### src/include/alu_regmap.svh
//############################################################################
// ALU register map
// Byte offsets of the AXI4-Lite registers and the bit layout of the
// control and result words, shared by the slave and its testbench
//############################################################################

`ifndef ALU_REGMAP_SVH
`define ALU_REGMAP_SVH

// Register byte offsets within the 16-byte window
`define ALU_REG_A      4'h0
`define ALU_REG_B      4'h4
`define ALU_REG_CTRL   4'h8
`define ALU_REG_RESULT 4'hc

// Control word fields
`define ALU_CTRL_OP_MSB  2
`define ALU_CTRL_OP_LSB  0
`define ALU_CTRL_CIN_BIT 4

// Flag positions in the result word
`define ALU_RESULT_CARRY_BIT 16
`define ALU_RESULT_OVR_BIT   17

`endif

### src/hdl/alu_pkg.sv
//############################################################################
// ALU package
// Function select and bus response encodings, plus the control and flag
// bundles that pass between the register slave and the slice cascade
//############################################################################

package alu_pkg;

	// Byte address width of the register block
	localparam int AXIL_ADDR_WIDTH = 4;

	// Bus data width, fixed by the register layout
	localparam int AXIL_DATA_WIDTH = 32;

	// Function select, numbered as on the 382 select pins S2..S0
	typedef enum logic [2:0] {
		op_clear     = 3'd0,
		op_b_minus_a = 3'd1,
		op_a_minus_b = 3'd2,
		op_a_plus_b  = 3'd3,
		op_xor       = 3'd4,
		op_or        = 3'd5,
		op_and       = 3'd6,
		op_preset    = 3'd7
	} alu_op_e;

	// Response codes driven on bresp and rresp
	typedef enum logic [1:0] {
		resp_okay   = 2'b00,
		resp_slverr = 2'b10
	} axil_resp_e;

	// Operation request handed to the cascade
	typedef struct packed {
		alu_op_e op;
		logic    carry_in;
	} alu_ctrl_t;

	// Status returned by the top slice
	typedef struct packed {
		logic carry_out;
		logic overflow;
	} alu_flags_t;

endpackage

### src/hdl/alu_slice.sv
//############################################################################
// ALU slice
// One 4-bit slice with the 382 function set: clear, two subtractions,
// add, xor, or, and and preset, with ripple carry and signed overflow
//############################################################################

`timescale 1ns/100ps

module alu_slice (
	input  logic             [3:0] a,
	input  logic             [3:0] b,
	input  alu_pkg::alu_op_e       op,
	input  logic                   carry_in,
	output logic             [3:0] f,
	output logic                   carry_out,
	output logic                   overflow
);
	import alu_pkg::*;

	// Operands after the inversion that the subtractions need
	logic [3:0] x;
	logic [3:0] y;
	logic [3:0] gen;
	logic [3:0] prop;
	logic [4:0] carry;
	logic       arith;

	// Subtraction is addition with one operand complemented
	always_comb begin
		x = a;
		y = b;
		arith = 1'b1;
		case (op)
			op_b_minus_a: x = ~a;
			op_a_minus_b: y = ~b;
			op_a_plus_b:  arith = 1'b1;
			default:      arith = 1'b0;
		endcase
	end

	// Per-bit generate and propagate, as in the device's internal gating
	assign gen  = x & y;
	assign prop = x ^ y;

	// Carry ripples bit by bit, no lookahead
	always_comb begin
		carry[0] = carry_in;
		for (int i = 0; i < 4; i++) begin
			carry[i+1] = gen[i] | (prop[i] & carry[i]);
		end
	end

	always_comb begin
		case (op)
			op_clear:     f = 4'h0;
			op_b_minus_a: f = prop ^ carry[3:0];
			op_a_minus_b: f = prop ^ carry[3:0];
			op_a_plus_b:  f = prop ^ carry[3:0];
			op_xor:       f = a ^ b;
			op_or:        f = a | b;
			op_and:       f = a & b;
			default:      f = 4'hf;
		endcase
	end

	// Flags only mean something for the three arithmetic functions
	assign carry_out = arith & carry[4];
	// Signed overflow when the carries into and out of the sign bit differ
	assign overflow  = arith & (carry[3] ^ carry[4]);

endmodule

### src/hdl/alu_cascade.sv
//############################################################################
// ALU cascade
// Chains DATA_WIDTH/4 slices through their carry lines like the TTL
// parts on a board and registers the full-width result and flags
//############################################################################

`timescale 1ns/100ps

module alu_cascade #(
	parameter int DATA_WIDTH = 16
) (
	input  logic                      clk,
	input  logic                      reset,
	input  logic     [DATA_WIDTH-1:0] operand_a,
	input  logic     [DATA_WIDTH-1:0] operand_b,
	input  alu_pkg::alu_ctrl_t        ctrl,
	output logic     [DATA_WIDTH-1:0] result,
	output alu_pkg::alu_flags_t       flags
);
	import alu_pkg::*;

	localparam int NUM_SLICES = DATA_WIDTH / 4;

	// carry[i] feeds slice i, carry[NUM_SLICES] leaves the top slice
	logic [NUM_SLICES:0]   carry;
	logic [NUM_SLICES-1:0] slice_ovr;
	logic [DATA_WIDTH-1:0] sum;
	alu_flags_t            flags_next;

	// Width must split evenly into slices and fit the bus word
	if ((DATA_WIDTH % 4 != 0) || (DATA_WIDTH < 4) || (DATA_WIDTH > 32)) begin : g_bad_width
		$error("DATA_WIDTH must be a multiple of 4 between 4 and 32");
	end

	assign carry[0] = ctrl.carry_in;

	for (genvar i = 0; i < NUM_SLICES; i++) begin : g_slice
		alu_slice u_slice (
			.a         (operand_a[4*i +: 4]),
			.b         (operand_b[4*i +: 4]),
			.op        (ctrl.op),
			.carry_in  (carry[i]),
			.f         (sum[4*i +: 4]),
			.carry_out (carry[i+1]),
			.overflow  (slice_ovr[i])
		);
	end

	// Only the most significant slice sees the true sign bit
	assign flags_next = '{carry_out: carry[NUM_SLICES], overflow: slice_ovr[NUM_SLICES-1]};

	// Single register stage after the ripple path
	always_ff @(posedge clk) begin
		if (reset) begin
			result <= '0;
			flags  <= '0;
		end else begin
			result <= sum;
			flags  <= flags_next;
		end
	end

endmodule

### src/hdl/axil_alu_regs.sv
//############################################################################
// AXI4-Lite register slave for the ALU
// Holds operand A, operand B and the control word, returns the registered
// result with carry and overflow, and flags bad offsets with SLVERR
//############################################################################

`timescale 1ns/100ps

`include "alu_regmap.svh"

module axil_alu_regs #(
	parameter int DATA_WIDTH = 16
) (
	input  logic                                   clk,
	input  logic                                   reset,
	// Write address channel
	input  logic                                   awvalid,
	output logic                                   awready,
	input  logic     [alu_pkg::AXIL_ADDR_WIDTH-1:0] awaddr,
	// Write data channel, byte strobes are not used and every write is a full word
	input  logic                                   wvalid,
	output logic                                   wready,
	input  logic     [alu_pkg::AXIL_DATA_WIDTH-1:0] wdata,
	input  logic   [alu_pkg::AXIL_DATA_WIDTH/8-1:0] wstrb,
	// Write response channel
	output logic                                   bvalid,
	input  logic                                   bready,
	output alu_pkg::axil_resp_e                    bresp,
	// Read address channel
	input  logic                                   arvalid,
	output logic                                   arready,
	input  logic     [alu_pkg::AXIL_ADDR_WIDTH-1:0] araddr,
	// Read data channel
	output logic                                   rvalid,
	input  logic                                   rready,
	output logic     [alu_pkg::AXIL_DATA_WIDTH-1:0] rdata,
	output alu_pkg::axil_resp_e                    rresp,
	// Towards the slice cascade
	output logic                  [DATA_WIDTH-1:0] operand_a,
	output logic                  [DATA_WIDTH-1:0] operand_b,
	output alu_pkg::alu_ctrl_t                     ctrl,
	input  logic                  [DATA_WIDTH-1:0] result,
	input  alu_pkg::alu_flags_t                    flags
);
	import alu_pkg::*;

	logic                       wr_fire;
	logic                       rd_fire;
	logic                       wr_okay;
	logic [AXIL_DATA_WIDTH-1:0] rd_word;
	axil_resp_e                 rd_resp;

	// Address and data were both presented and accepted this cycle
	assign wr_fire = awvalid & awready & wvalid & wready;
	assign rd_fire = arvalid & arready;

	// Only the three writable registers accept data
	assign wr_okay = (awaddr == `ALU_REG_A) || (awaddr == `ALU_REG_B) ||
		(awaddr == `ALU_REG_CTRL);

	// Read data is zero-extended, unknown offsets give zero with an error
	always_comb begin
		rd_word = '0;
		rd_resp = resp_okay;
		case (araddr)
			`ALU_REG_A: rd_word[DATA_WIDTH-1:0] = operand_a;
			`ALU_REG_B: rd_word[DATA_WIDTH-1:0] = operand_b;
			`ALU_REG_CTRL: begin
				rd_word[`ALU_CTRL_OP_MSB:`ALU_CTRL_OP_LSB] = ctrl.op;
				rd_word[`ALU_CTRL_CIN_BIT] = ctrl.carry_in;
			end
			`ALU_REG_RESULT: begin
				// Flags sit above a 16-bit result at bits 16 and 17
				rd_word[DATA_WIDTH-1:0] = result;
				rd_word[`ALU_RESULT_CARRY_BIT] = flags.carry_out;
				rd_word[`ALU_RESULT_OVR_BIT] = flags.overflow;
			end
			default: rd_resp = resp_slverr;
		endcase
	end

	// Write side: one-cycle ready pulse, register update, then response
	always_ff @(posedge clk) begin
		if (reset) begin
			awready   <= 1'b0;
			wready    <= 1'b0;
			bvalid    <= 1'b0;
			bresp     <= resp_okay;
			operand_a <= '0;
			operand_b <= '0;
			ctrl      <= '0;
		end else begin
			// A pending response holds off the next write
			if (awvalid && wvalid && !bvalid && !awready && !wready) begin
				awready <= 1'b1;
				wready  <= 1'b1;
			end else begin
				awready <= 1'b0;
				wready  <= 1'b0;
			end

			if (wr_fire) begin
				bvalid <= 1'b1;
				bresp  <= wr_okay ? resp_okay : resp_slverr;
				// Operand bits above DATA_WIDTH are dropped
				case (awaddr)
					`ALU_REG_A: operand_a <= wdata[DATA_WIDTH-1:0];
					`ALU_REG_B: operand_b <= wdata[DATA_WIDTH-1:0];
					`ALU_REG_CTRL: begin
						ctrl.op       <= alu_op_e'(wdata[`ALU_CTRL_OP_MSB:`ALU_CTRL_OP_LSB]);
						ctrl.carry_in <= wdata[`ALU_CTRL_CIN_BIT];
					end
					default: ctrl <= ctrl;
				endcase
			end else if (bvalid && bready) begin
				bvalid <= 1'b0;
			end
		end
	end

	// Read side: ready pulse, then data held until the master takes it
	always_ff @(posedge clk) begin
		if (reset) begin
			arready <= 1'b0;
			rvalid  <= 1'b0;
			rdata   <= '0;
			rresp   <= resp_okay;
		end else begin
			if (arvalid && !rvalid && !arready) begin
				arready <= 1'b1;
			end else begin
				arready <= 1'b0;
			end

			if (rd_fire) begin
				rvalid <= 1'b1;
				rdata  <= rd_word;
				rresp  <= rd_resp;
			end else if (rvalid && rready) begin
				rvalid <= 1'b0;
			end
		end
	end

endmodule

### src/hdl/alu_top.sv
//############################################################################
// Memory-mapped ALU top level
// Joins the AXI4-Lite register slave to the rippled slice cascade
//############################################################################

`timescale 1ns/100ps

module alu_top #(
	parameter int DATA_WIDTH = 16
) (
	input  logic                                     clk,
	input  logic                                     reset,
	input  logic                                     awvalid,
	output logic                                     awready,
	input  logic       [alu_pkg::AXIL_ADDR_WIDTH-1:0] awaddr,
	input  logic                                     wvalid,
	output logic                                     wready,
	input  logic       [alu_pkg::AXIL_DATA_WIDTH-1:0] wdata,
	input  logic     [alu_pkg::AXIL_DATA_WIDTH/8-1:0] wstrb,
	output logic                                     bvalid,
	input  logic                                     bready,
	output alu_pkg::axil_resp_e                      bresp,
	input  logic                                     arvalid,
	output logic                                     arready,
	input  logic       [alu_pkg::AXIL_ADDR_WIDTH-1:0] araddr,
	output logic                                     rvalid,
	input  logic                                     rready,
	output logic       [alu_pkg::AXIL_DATA_WIDTH-1:0] rdata,
	output alu_pkg::axil_resp_e                      rresp
);
	import alu_pkg::*;

	// Register outputs into the cascade and its registered status back
	logic [DATA_WIDTH-1:0] operand_a;
	logic [DATA_WIDTH-1:0] operand_b;
	alu_ctrl_t             ctrl;
	logic [DATA_WIDTH-1:0] result;
	alu_flags_t            flags;

	axil_alu_regs #(
		.DATA_WIDTH (DATA_WIDTH)
	) u_regs (
		.clk       (clk),
		.reset     (reset),
		.awvalid   (awvalid),
		.awready   (awready),
		.awaddr    (awaddr),
		.wvalid    (wvalid),
		.wready    (wready),
		.wdata     (wdata),
		.wstrb     (wstrb),
		.bvalid    (bvalid),
		.bready    (bready),
		.bresp     (bresp),
		.arvalid   (arvalid),
		.arready   (arready),
		.araddr    (araddr),
		.rvalid    (rvalid),
		.rready    (rready),
		.rdata     (rdata),
		.rresp     (rresp),
		.operand_a (operand_a),
		.operand_b (operand_b),
		.ctrl      (ctrl),
		.result    (result),
		.flags     (flags)
	);

	alu_cascade #(
		.DATA_WIDTH (DATA_WIDTH)
	) u_cascade (
		.clk       (clk),
		.reset     (reset),
		.operand_a (operand_a),
		.operand_b (operand_b),
		.ctrl      (ctrl),
		.result    (result),
		.flags     (flags)
	);

endmodule

### config.mk
export PLATFORM = sky130hd
export DESIGN_NAME = alu_top
export DESIGN_NICKNAME = d
export VERILOG_FILES = /design/src/hdl/alu_pkg.sv /design/src/hdl/alu_slice.sv /design/src/hdl/alu_cascade.sv /design/src/hdl/axil_alu_regs.sv /design/src/hdl/alu_top.sv
export VERILOG_INCLUDE_DIRS = /design/src /design/src/include
export SDC_FILE = /design/constraint.sdc
export NUM_CORES = 1
export LEC_CHECK = 0
export BUFFER_PORTS_ARGS = -buffer_cell sky130_fd_sc_hd__buf_2
export CAP_MARGIN = 20
export CORE_MARGIN = 3
export CORE_UTILIZATION = 35
export CTS_BUF_LIST = sky130_fd_sc_hd__clkbuf_4
export CTS_CLUSTER_DIAMETER = 100
export DETAILED_ROUTE_END_ITERATION = 12
export PLACE_DENSITY = 0.55
export SLEW_MARGIN = 20
export SYNTH_ARGS = -nofsm -noshare
export SYNTH_HDL_FRONTEND = slang
export SYNTH_SLANG_ARGS = --single-unit
### constraint.sdc
create_clock -name clk -period 11.6 [get_ports clk]
set_input_delay 1.74 -clock clk [delete_from_list [all_inputs] [get_ports clk]]
set_output_delay 1.74 -clock clk [all_outputs]
set_load 0.01 [all_outputs]
==> results.txt, run 1 <==
- The run finished with clean final reports.
- Pin count of the biggest net entering global routing: 65
- Across the VDD grid, the largest voltage drop is 0.0313 mV.
- The share of the Yosys chip area taken by registers is 32.8%.
- Worst Max-Slew Pin Slew: 1.03 ns
- The worst register-to-register path begins at u_regs.ctrl[1].
- Overflow after GRT: 0
- Startpoint type of the worst setup path: flop
- After clock tree synthesis, the clock-pin slew on the worst setup and hold paths is 0.12 ns.
- Die Height: 123 um
- Total number of vias: 3738
* Final worst path period share: 79.1%
- The cell sitting at the root of the clock tree is a sky130_fd_sc_hd__clkbuf_4.
* GR Util All Layers: 15.7%
- Max-capacitance violation count: 0
- Worst-path maximum fanout: 19
- Cell Pwr Density: 86.8 mW/mm^2
- The total count of hold-check failures in the final report came to 0.
- The detailed router finished its first iteration with 168 violations.
- In the final timing run, aggregate negative setup slack is 0 ns.
* Number of global-route vias before repair: 3486
- Share of final-layout standard cells stronger than drive strength 1: 15.0%
- Compared with the post-synthesis result, the final layout area differs by 9.77%.
- Leading cell types in the layout, fill and taps excluded: sky130_fd_sc_hd__dfxtp_1 (78), sky130_fd_sc_hd__nand2_1 (62), sky130_fd_sc_hd__nor2_1 (55), sky130_fd_sc_hd__buf_2 (55), sky130_fd_sc_hd__inv_1 (39)
- Initial standard-cell utilization of the core: 36.7%
- Counting tap cells, the placed design contains a total of 741 instances.
- Wire length per cell: 15.0 um
- Worst hold margin: 0.456 ns
- Antenna-violating nets left: 0
* Worst setup path class: flop to flop
- The longest clock path from root to sink contains 2 buffers.
* Core Footprint: 0.0130 sq mm
- Dominant cells by area after synthesis: sky130_fd_sc_hd__dfxtp_1 (33%), sky130_fd_sc_hd__ha_1 (8.4%), sky130_fd_sc_hd__fa_1 (6.7%), sky130_fd_sc_hd__mux2i_1 (6.7%), sky130_fd_sc_hd__xnor2_1 (6.1%)
- The first global-routing pass estimated 18400 um of wire.
- The number of antenna violations at the first check in global routing was 1.
* Most Frequent Cell on Critical Path: sky130_fd_sc_hd__fa_1
- Post-route cell area: 0.00523 sq mm
* CTS sink cnt: 78
- At the worst endpoint, the required time is 11.89 ns.
- The top cell type by area accounts for 32.8% of the synthesized area.
- Row Count: 41
* Mapped Avg Cell Area: 8.79 sq um
- Area of the die: 0.0150 sq mm
* Max Fclk: 0.109 GHz
- On the final layout, the worst clock skew is 0.00985 ns.
- Once the clock tree was built, the resizer swapped 0 gates to a different size.
- Synthesis handed over a netlist of 542 instances.
- Element type at the critical path end: flop
- Number of buffers added for setup after CTS: 0
- Worst endpoint data arrival time: 9.47 ns
- Summing every instance area after synthesis gives 0.00476 sq mm.
- Worst Min Path Start: u_regs.rvalid
- Number of buffers inserted during clock tree synthesis: 9
- sky130_fd_sc_hd__dfxtp_1 takes more of the synthesized area than any other cell.
* Number of register bits inferred by synthesis: 78
- In this run, post-CTS hold repair placed 0 buffers.
* Count of different cell masters after synthesis: 41
* TritonCTS clock tree: done
- In this run the count of I/O pins placed on the die edge is 92.
- Port Buffers: 55
- Source of the critical timing path: u_regs.ctrl[1]
* Min Clock Period, post-route: 9.18 ns
- Most frequent standard cell in the layout excluding fill and tap cells: sky130_fd_sc_hd__dfxtp_1
- From left edge to right edge, the die measures 123 um.
- Filler cells: 1363
* Max-slew violation total from the final report: 0
* Placed standard-cell area: 0.00509 sq mm
* Number of nets at the end of the flow: 679
- Max stage delay on crit path: 0.61 ns
- At the end of routability-driven placement, the weighted congestion stood at 0.822.
- 1st-pass router iterations: 4
- Leakage power figure: 2.03 nW
* Post-Route WL: 11400 um
- The clock tree synthesis step divided the H-tree into 3 levels.
* Setup violation total in the final timing report: 0
- Via density per instance: 4.93
- Once detailed placement completed, the half-perimeter wirelength came to 8230 um.
- Number of warnings issued by yosys: 0
- For this run, design rule violations remaining after detail routing come to 0.
- The worst hold path belongs to the class flop to flop.
- Slowest stage cell on the critical path: sky130_fd_sc_hd__dfxtp_1
- Leaving out filler cells and counting taps, the final layout contains 758.
* Setup repair after global routing missed its margin: false
* Slew headroom: 30.7%
- The clock reaches the later pin of the worst-skew pair after 0.43 ns.
==> state kept, by name, summed over array words and instances (netlist names) <==
| signal | cells |
|---|---|
| u_regs.rdata | 18 |
| u_cascade.result | 16 |
| u_regs.operand_a | 16 |
| u_regs.operand_b | 16 |
| u_regs.ctrl | 4 |
| u_cascade.flags | 2 |
| u_regs.arready | 1 |
| u_regs.awready | 1 |
| u_regs.bresp | 1 |
| u_regs.bvalid | 1 |
| u_regs.rresp | 1 |
| u_regs.rvalid | 1 |
==> final timing paths <==
path                          end  slack [ns]  cells past startpoint
max          u_cascade.result[15]        2.42                     25
min                u_regs.arready        0.46                      1
max reg2reg  u_cascade.result[15]        2.42                     25
min reg2reg        u_regs.arready        0.46                      1
==> where the power goes <==
| group | switching (W) | internal (W) |
|---|---|---|
| Sequential | 0.00000101 | 0.000269 |
| Combinational | 0.0000183 | 0.00000770 |
| Clock | 0.0000931 | 0.0000654 |
| Total | 0.000112 | 0.000342 |
==> worst max-delay path, delay by kind of cell (launching register included) <==
| kind | cells | cell delay, ns |
|---|---|---|
| simple gates | 6 | 1.31 |
| buf+inv | 1 | 0.35 |
| compound gates | 1 | 0.20 |
| xor+xnor | 1 | 0.13 |
| fa+ha+maj | 16 | 6.43 |
| flops | 1 | 0.61 |
==> kinds of logic after synthesis <==
group                    after synthesis  synth area share (%)
AND/OR/NAND/NOR                      159                  15.8
AO/OA/AOI/OAI                        102                  14.2
buffers and inverters                 89                  9.19
flip-flops                            78                  32.8
adder cells (fa/ha/maj)               48                  15.1
XOR/XNOR                              33                  6.07
multiplexers                          32                  6.72
other                                  1                0.0787
==> stage by stage <==
stage                     worst slack [ns]  power (W)  utilization (%)
after floorplan                       3.11   0.000294                -
after global placement                2.51   0.000301             39.2
after global routing                  2.00   0.000474             40.3
final                                 2.42   0.000454             40.3
after CTS                             2.42   0.000460             40.2
after detailed placement              2.47   0.000301             39.2
==> layout make-up <==
cell class / instances / area [sq um] / share of cell area (%)
multi-input cells: 390 / 2850 / 54.5
flip-flops and latches: 78 / 1560 / 29.9
repair buffers: 62 / 328 / 6.27
well taps: 172 / 215 / 4.11
inverters: 39 / 146 / 2.80
clock buffers: 10 / 75.1 / 1.44
clock inverters: 6 / 52.6 / 1.00
diodes: 1 / 2.50 / 0.0478
==> Yosys cell counts <==
master and count:
sky130_fd_sc_hd__nor2_1 55, sky130_fd_sc_hd__a211o_1 1, sky130_fd_sc_hd__nand3_2 1, sky130_fd_sc_hd__nor4_1 1, sky130_fd_sc_hd__mux2i_1 32, sky130_fd_sc_hd__buf_1 1, sky130_fd_sc_hd__clkbuf_1 13, sky130_fd_sc_hd__nand2b_1 15
sky130_fd_sc_hd__nor4_4 2, sky130_fd_sc_hd__or2_4 1, sky130_fd_sc_hd__buf_2 13, sky130_fd_sc_hd__nor4b_1 1, sky130_fd_sc_hd__nand4_1 2, sky130_fd_sc_hd__a22oi_1 12, sky130_fd_sc_hd__o21bai_2 1, sky130_fd_sc_hd__conb_1 1
sky130_fd_sc_hd__a222oi_1 3, sky130_fd_sc_hd__o21ai_0 25, sky130_fd_sc_hd__or4_1 2, sky130_fd_sc_hd__ha_1 32, sky130_fd_sc_hd__nand4_2 1, sky130_fd_sc_hd__and2_1 3, sky130_fd_sc_hd__nor4_2 1, sky130_fd_sc_hd__and3_1 2
sky130_fd_sc_hd__buf_4 21, sky130_fd_sc_hd__or3_1 1, sky130_fd_sc_hd__nor3b_1 2, sky130_fd_sc_hd__a21oi_1 27, sky130_fd_sc_hd__a211oi_1 1, sky130_fd_sc_hd__dfxtp_1 78, sky130_fd_sc_hd__or2_2 3, sky130_fd_sc_hd__fa_1 16
sky130_fd_sc_hd__a22o_1 16, sky130_fd_sc_hd__inv_1 39, sky130_fd_sc_hd__a221oi_1 12, sky130_fd_sc_hd__clkbuf_2 1, sky130_fd_sc_hd__nand2_1 62, sky130_fd_sc_hd__nor3_1 4, sky130_fd_sc_hd__o22ai_1 4, sky130_fd_sc_hd__buf_6 1
sky130_fd_sc_hd__xnor2_1 33
==> metal layers <==
metal	vias to the layer above	wire length, um	track usage [%]	share of wire [%]
met2	91	4940	24.2	43
met5	-	0	0	0
li1	1863	-	-	-
met4	0	197	6.65	1.7
met3	12	517	2.17	4.6
met1	1772	5710	22.0	50
No activity file was read; power rests on OpenSTA's default activity.
==> run 2, diff against run 1 <==
clock period = 9.1 ns   (was 11.6 ns; I/O delays follow)
==> run 2 against run 1 <==
  * Cell area barely moved
  * Utilization barely moved
  * Sequential share of layout area barely moved
  * Clock power rose by 30%
  * First-iteration DRC count rose by 33%
  * Register-to-register slack got worse by 2.1 ns
  * Clock skew rose by 0.010 ns
  * Via count fell by 1.8%
  * Fmax rose by 4.9%
==> results.txt, run 2 (synthesis gave the netlist of run 1 again) <==
- The flow ran to the end, and the final reports show no timing, DRC or antenna violations.
* Setup violation total in the final timing report: 0 (unchanged)
- The routability-driven placement congestion ratio is 0.811 (-1.3%).
- The vias after detailed routing came to 3670 (-1.8%).
- Max-slew violation total from the final report: 0 (unchanged)
- Resized Gates After CTS: 0 (unchanged)
- Counting flops per register, the top entry is u_regs.rdata.
- Worst setup path class: flop to flop
- The number of sinks on the clock net was 78 (unchanged).
- The cell row count was 41 (unchanged).
- FF-to-FF setup slack: 0.35 ns (-2.07 ns)
- The area of the placeable core is 0.0130 sq mm (unchanged).
* Clock Pin Slew Worst Setup and Hold Paths: 0.13 ns (about the same)
* Number of nets at the end of the flow: 679 (unchanged)
- Area of the die: 0.0150 sq mm (unchanged)
- Hold Crit Endpoint: u_regs.arready
- Min Clock Period, post-route: 8.75 ns (-0.428 ns)
- Filler cells: 1302 (-4.5%)
- The mean number of vias per cell is 4.84 (-1.8%).
- Slew headroom: 36.2% (+5.5 points)
* Pin count of the biggest net entering global routing: 65 (unchanged)
- Leaving out fill and tap cells, the most frequent cells in the layout are sky130_fd_sc_hd__dfxtp_1 (78), sky130_fd_sc_hd__nand2_1 (62), sky130_fd_sc_hd__nor2_1 (55), sky130_fd_sc_hd__buf_2 (55), sky130_fd_sc_hd__inv_1 (39).
- Relative contribution of the clock network to total power: 35.5% (+0.6 points)
- The final design area excluding fillers was 0.00523 sq mm (about the same).
* Clock root cell: sky130_fd_sc_hd__clkbuf_4
* Number of DRC violations after detailed routing: 0 (unchanged)
- Antenna-violating nets left: 0 (unchanged)
- The worst clock skew on the final layout came to 0.0202 ns (+0.0104 ns).
- The depth of the CTS H-tree came to 3 (unchanged).
* Worst Min Path Start: u_regs.rvalid
- The cell family contributing the most delay on the critical path is adder cells.
- Clock latency at the later pin of the worst-skew pair: 0.43 ns (about the same)
- The leakage component of the power was 2.04 nW (+0.16%).
* Relative contribution of combinational cells to total power: 5.6% (about the same)
- Port Buffers: 55 (unchanged)
- Cell Pwr Density: 112 mW/mm^2 (+29%)
- The via count of the first global-routing pass was 3749 (+7.5%).
- The horizontal extent of the die came to 123 um (unchanged).
- R2r endpoint: u_cascade.result[15]
* Final Hold Fails: 0 (unchanged)
- The starting utilization of the core area came to 36.7% (unchanged).
* Max Fclk: 0.114 GHz (+4.9%)
* Global-route wire length before repair: 18600 um (+1.5%)
* Internal Dissipation: 0.000438 W (+28%)
- 1st-pass router iterations: 4 (unchanged)
- The number of buffers added for setup after CTS was 0 (unchanged).
- The most critical setup path has its startpoint at u_regs.ctrl[3].
- Placed standard-cell area: 0.00509 sq mm (about the same)
* Setup repair after global routing missed its margin: false
- The path depth of the worst reg2reg path came to 24 (-4.0%).
- STA classifies the critical path startpoint as a flop.
- Max stage delay on crit path: 0.50 ns (-0.11 ns)
* Required time worst endpoint: 9.39 ns (-2.50 ns)
- Total of hold buffers inserted after clock tree synthesis: 0 (unchanged)
- Leaving out fill and tap cells, the most frequent cell in the layout is sky130_fd_sc_hd__dfxtp_1.
- Reg power frac: 58.9% (-0.5 points)
- The routed length per instance is 14.9 um (-0.85%).
* Initial antenna violation count: 1 (unchanged)
* Worst Max-Slew Pin Slew: 0.952 ns (-0.0818 ns)
* Number of DRC markers in iteration 0: 224 (+33%)
- The worst voltage drop across the vdd grid came to 0.0574 mV (+83%).
- Worst-path maximum fanout: 4 (-15)
- Most Frequent Cell on Critical Path: sky130_fd_sc_hd__fa_1
* Crit path cell chain: nor3b_2 > xnor2_1 > fa_1 > fa_1 > fa_1 > fa_1 > or2_2 > fa_1 > fa_1 > fa_1 > fa_1 > or2_2 > fa_1 > fa_1 > fa_1 > fa_1 > or2_2 > fa_1 > fa_1 > fa_1 > fa_1 > nor2_1 > a221oi_1 > nor2_1
- GR Util All Layers: 15.7% (+0.042 points)
* Number of buffers inserted during clock tree synthesis: 9 (unchanged)
- The I/O pin total is 92 (unchanged).
- For this design, the slowest cell found on the critical path is sky130_fd_sc_hd__fa_1.
- The share of total power consumed by net switching is 24.9% (+0.19 points).
* Die Height: 123 um (unchanged)
- The cell depth of the worst hold path was 1 (unchanged).
* Max reg flops: 18 (unchanged)
* Post-Route WL: 11300 um (-0.85%)
- The final clock period utilization by the worst path was 96.1% (+17 points).
- Half-perimeter wire length after detailed placement: 8260 um (+0.37%)
- Worst endpoint data arrival time: 9.04 ns (-0.43 ns)
- TritonCTS clock tree: done
- Min-Delay Path Class: flop to flop
- The aggregate global routing overflow was 0 (unchanged).
- The maximum number of buffers from clock root to sink is 2 (unchanged).
* Element type at the critical path end: flop
* Net Sw Power: 0.000146 W (+30%)
* Max-capacitance violation count: 0 (unchanged)
* R2R Path Start: u_regs.ctrl[3]
* Setup total negative slack: 0 ns (unchanged)
- The share of cells above drive strength 1 came to 15.6% (+0.51 points).
- The number of buffer and inverter instances along the worst setup path was 0 (-1).
- The post-synthesis to final-layout area growth is 9.80% (about the same).
-- run 2: worst max path at each step --
stage / cells after the start / to / slack (ns)
after floorplan: 26 / u_cascade.result[15] / 0.61
after global placement: 24 / u_cascade.result[15] / 0.55
after detailed placement: 24 / u_cascade.result[15] / 0.42
after CTS: 24 / u_cascade.result[15] / 0.36
after global routing: 24 / u_cascade.result[15] / 0.04
final: 24 / u_cascade.result[15] / 0.35
-- run 2: cell type report --
class / instances / area, sq um / area share, %
diodes: 1 / 2.50 / 0.0478
clock buffers: 10 / 75.1 / 1.44
clock inverters: 6 / 62.6 / 1.20
inverters: 39 / 146 / 2.80
multi-input cells: 390 / 2840 / 54.3
flip-flops and latches: 78 / 1560 / 29.8
well taps: 172 / 215 / 4.11
repair buffers: 62 / 328 / 6.27
-- run 2: power by group through the flow --
stage | registers, W | logic [W] | clock network, W
after floorplan | 0.000352 | 0.0000228 | 0
after global placement | 0.000351 | 0.0000319 | 0
after detailed placement | 0.000351 | 0.0000328 | 0
after CTS | 0.000344 | 0.0000329 | 0.000216
after global routing | 0.000344 | 0.0000369 | 0.000230
final | 0.000344 | 0.0000327 | 0.000207
-- run 2: metrics by stage --
step / setup WS (ns) / hold WS [ns] / power [W] / std cells / util, %
after floorplan: 0.615 / 0.436 / 0.000374 / 557 / -
after global placement: 0.549 / 0.431 / 0.000383 / 740 / 39.1
after detailed placement: 0.425 / 0.443 / 0.000384 / 741 / 39.2
after CTS: 0.358 / 0.457 / 0.000593 / 757 / 40.3
after global routing: 0.0363 / 0.469 / 0.000611 / 758 / 40.3
final: 0.353 / 0.445 / 0.000584 / 758 / 40.3
-- run 2: layer usage --
metal,GRT usage (%),vias up,routed length (um)
li1,-,1863,-
met1,21.5,1705,5350
met2,25.0,88,5030
met3,3.18,14,742
met4,4.83,0,140
met5,0,-,0
==> run 3, diff against run 2 <==
PLACE_DENSITY = 0.57   (was 0.55)
clock period = 7.1 ns   (was 9.1 ns; I/O delays follow)
==> run 3 against run 2 <==
  * The flow now finishes with violations (setup timing)
  * Sequential power up 28%
  * Critical path depth is the same
  * Die area did not move
  * Clock power is 64% higher
  * Count of clock-buffer cells in the layout decreased by 1
  * Worst setup slack got worse by 0.79 ns
  * Critical endpoint unchanged
==> results.txt, run 3 (synthesis gave the netlist of run 1 again) <==
* Outcome: finished, violations left
- Violated checks: setup timing
- Hold Crit Endpoint: u_regs.awready
- The total iterations of the first detailed-routing run was 5 (+1).
- Number of nets at the end of the flow: 691 (+1.8%)
- The number of design rule violations left after detail routing was 0 (unchanged).
- Global-route wire length before repair: 19300 um (+3.5%)
- Required time worst endpoint: 7.41 ns (-1.98 ns)
- The via count of the first global-routing pass is 3832 (+2.2%).
- The worst clock skew on the final layout is 0.0148 ns (-0.00547 ns).
- Relative contribution of the clock network to total power: 41.3% (+5.8 points)
* Internal Dissipation: 0.000627 W (+43%)
* Area of the die: 0.0150 sq mm (unchanged)
* Worst VDD drop: 0.0805 mV (+40%)
- Most flop-heavy register: u_regs.rdata
* Cells on Worst Hold Path: 1 (unchanged)
- The detailed route wirelength on metal2 was 5170 um (+2.7%).
- Clock latency at the later pin of the worst-skew pair: 0.44 ns (about the same)
- Leakage power figure: 2.15 nW (+5.7%)
- Max-capacitance violation count: 0 (unchanged)
* Min-Delay Path Class: flop to flop
- The library cell used most frequently in the layout, excluding fill and tap cells, is sky130_fd_sc_hd__dfxtp_1.
- Leaving out fill and tap cells, the most frequent cells in the layout are sky130_fd_sc_hd__dfxtp_1 (75), sky130_fd_sc_hd__nand2_1 (62), sky130_fd_sc_hd__nor2_1 (55), sky130_fd_sc_hd__buf_2 (55), sky130_fd_sc_hd__inv_1 (39).
* Overflow after GRT: 0 (unchanged)
- The sum of routed wire length over all layers was 11700 um (+3.7%).
- The worst endpoint data arrival time is 7.84 ns (-1.20 ns).
* Area delta synth->final: 14.9%
* Filler cells: 1289 (-1.0%)
* Clock Pin Slew Worst Setup and Hold Paths: 0.13 ns (about the same)
- Maximum clock path buffer count: 2 (unchanged)
- Maximum level of the CTS H-tree: 3 (unchanged)
* Row Count: 41 (unchanged)
- Final Hold Fails: 0 (unchanged)
- The maximum number of pins on one net before global-route repair was 65 (unchanged).
* Die Height: 123 um (unchanged)
* Number of buffers inserted during clock tree synthesis: 9 (unchanged)
* Relative contribution of combinational cells to total power: 5.2% (-0.4 points)
- Horizontal die dimension: 123 um (unchanged)
- Placed standard-cell area: 0.00522 sq mm (+2.7%)
- The final design area excluding fillers came to 0.00547 sq mm (+4.6%).
- The final clock period utilization by the worst path came to 106% (+10 points).
* R2R Path Start: u_regs.ctrl[1]
* M1 WL: 5720 um (+6.9%)
* Element type at the critical path end: flop
- Fraction of power spent switching nets: 23.7% (-1.2 points)
- R2r endpoint: u_cascade.result[15]
- Worst hold margin: 0.455 ns (+0.00938 ns)
- The number of sinks on the clock net is 78 (unchanged).
* FF-to-FF setup slack: -0.44 ns (-0.79 ns)
- The worst setup path is launched from a flop.
- Share of final-layout standard cells stronger than drive strength 1: 20.9% (+5.4 points)
- The top achievable clock speed is 0.133 GHz (+16%).
* Met3 WL: 641 um (-14%)
* GR Util All Layers: 16.5% (+0.73 points)
- Max reg flops: 18 (unchanged)
- Worst-path maximum fanout: 3 (-1)
* Worst Min Path Start: u_regs.bvalid
- The starting utilization of the core area was 36.7% (unchanged).
- The normalized max-slew margin was 34.2% (-2.0 points).
- Max-slew violation total from the final report: 0 (unchanged)
- Worst Max-Slew Pin Slew: 0.982 ns (+0.0301 ns)
- Total number of vias: 3816 (+4.0%)
* Port Buffers: 55 (unchanged)
- Antenna-violating nets left: 0 (unchanged)
- Number of DRC markers in iteration 0: 243 (+8.5%)
- The number of antenna violations at the first check in global routing came to 1 (unchanged).
- The I/O pin total came to 92 (unchanged).
- The power spent charging and discharging nets was 0.000195 W (+34%).
- The setup-violating endpoint count in the final report was 4 (+4).
- Top layer reached by signal wires: met4
- Worst Reg-to-Reg Cells: 24 (unchanged)
- Worst setup path class: flop to flop
- Setup repair after global routing missed its margin: true
* Final critical-path setup slack: -0.436 ns (-0.788 ns)
- Via density per instance: 4.96 (+2.4%)
- Min Clock Period, post-route: 7.54 ns (-1.21 ns)
- Clock root cell: sky130_fd_sc_hd__clkbuf_4
* TritonCTS clock tree: done
- The routed length per instance is 15.2 um (+2.1%).
- Core Footprint: 0.0130 sq mm (unchanged)
* Final estimated routing congestion in global placement: 0.787 (-3.0%)
- Half-perimeter wire length after detailed placement: 8550 um (+3.6%)
- Reg power frac: 53.5% (-5.4 points)
- The power per standard cell area was 150 mW/mm^2 (+35%).
[run 3: cell types whose count changed in the layout (fill, tap and decap cells not counted), moves of 2 or more]
cell and change:
sky130_fd_sc_hd__fa_1 -15, sky130_fd_sc_hd__fa_2 +15, sky130_fd_sc_hd__buf_4 +11, sky130_fd_sc_hd__or2_4 +3
sky130_fd_sc_hd__dfxtp_4 +2, sky130_fd_sc_hd__nor3b_4 +2, sky130_fd_sc_hd__dfxtp_1 -3, sky130_fd_sc_hd__or2_2 -3
sky130_fd_sc_hd__nor3b_2 -2, sky130_fd_sc_hd__bufinv_16 +2, sky130_fd_sc_hd__clkinv_2 +2, sky130_fd_sc_hd__xnor2_2 +2
sky130_fd_sc_hd__xnor2_1 -2
[run 3: power by group through the flow]
stage | clock network [W] | registers, W | logic (W)
after floorplan | 0 | 0.000451 | 0.0000293
after global placement | 0 | 0.000450 | 0.0000413
after detailed placement | 0 | 0.000450 | 0.0000428
after CTS | 0.000348 | 0.000440 | 0.0000430
after global routing | 0.000367 | 0.000440 | 0.0000480
final | 0.000339 | 0.000440 | 0.0000429
[run 3: stage by stage]
step | worst slack, ns | util [%] | total power (W) | TNS [ns] | std cells
floorplan | -0.733 | - | 0.000480 | -2.19 | 557
global placement | -0.768 | 40.2 | 0.000492 | -2.25 | 751
detailed placement | -0.845 | 40.2 | 0.000493 | -2.71 | 751
CTS | -0.556 | 41.9 | 0.000831 | -1.40 | 769
global route | -0.707 | 42.2 | 0.000855 | -2.21 | 770
finish | -0.436 | 42.2 | 0.000822 | -1.05 | 770
[run 3: per-layer routing]
metal	vias up	GRT usage, %
met5	-	0
met4	0	5.53
met3	13	2.95
met2	108	26.0
met1	1806	22.7
li1	1889	-
[run 3: worst max-delay path, cell delays in order, from the launching register on]
cell,delay (ns)
sky130_fd_sc_hd__dfxtp_4,0.39
sky130_fd_sc_hd__nor3b_4,0.24
sky130_fd_sc_hd__xnor2_2,0.11
sky130_fd_sc_hd__fa_2,0.36
sky130_fd_sc_hd__fa_2,0.35
sky130_fd_sc_hd__fa_2,0.34
sky130_fd_sc_hd__fa_2,0.33
sky130_fd_sc_hd__or2_4,0.23
sky130_fd_sc_hd__fa_2,0.34
sky130_fd_sc_hd__fa_2,0.35
sky130_fd_sc_hd__fa_2,0.35
sky130_fd_sc_hd__fa_2,0.33
sky130_fd_sc_hd__or2_4,0.23
sky130_fd_sc_hd__fa_2,0.34
sky130_fd_sc_hd__fa_2,0.35
sky130_fd_sc_hd__fa_2,0.35
sky130_fd_sc_hd__fa_2,0.34
sky130_fd_sc_hd__or2_4,0.23
sky130_fd_sc_hd__fa_2,0.35
sky130_fd_sc_hd__fa_2,0.35
sky130_fd_sc_hd__fa_2,0.36
sky130_fd_sc_hd__fa_1,0.48
sky130_fd_sc_hd__nor2_1,0.05
sky130_fd_sc_hd__a221oi_2,0.18
sky130_fd_sc_hd__nor2_1,0.07
[run 3: cell type report]
type                    instances  area (sq um)  area share, %
well taps                     172           215           3.93
flip-flops and latches         78          1570           28.7
inverters                      39           146           2.67
repair buffers                 74           430           7.86
clock buffers                   9          67.6           1.23
clock inverters                 7           113           2.06
multi-input cells             390          2930           53.5
diodes                          1          2.50         0.0457
[run 3: what timing repair did]
action,4_1_cts,5_1_grt
pin swaps,15,1
gates resized for setup,8,4
hold buffers,0,0
setup buffers,2,0
setup endpoints to repair,5,5
[run 3: how the worst max path moves through the flow]
stage / startpoint / endpoint / depth (start not counted)
after detailed placement: u_regs.ctrl[1] / u_cascade.result[15] / 24
final: u_regs.ctrl[1] / u_cascade.result[15] / 24
after floorplan: u_regs.ctrl[2] / u_cascade.result[15] / 27
after CTS: u_regs.ctrl[1] / u_cascade.result[15] / 24
after global routing: u_regs.ctrl[3] / u_cascade.result[15] / 24
after global placement: u_regs.ctrl[1] / u_cascade.result[15] / 24
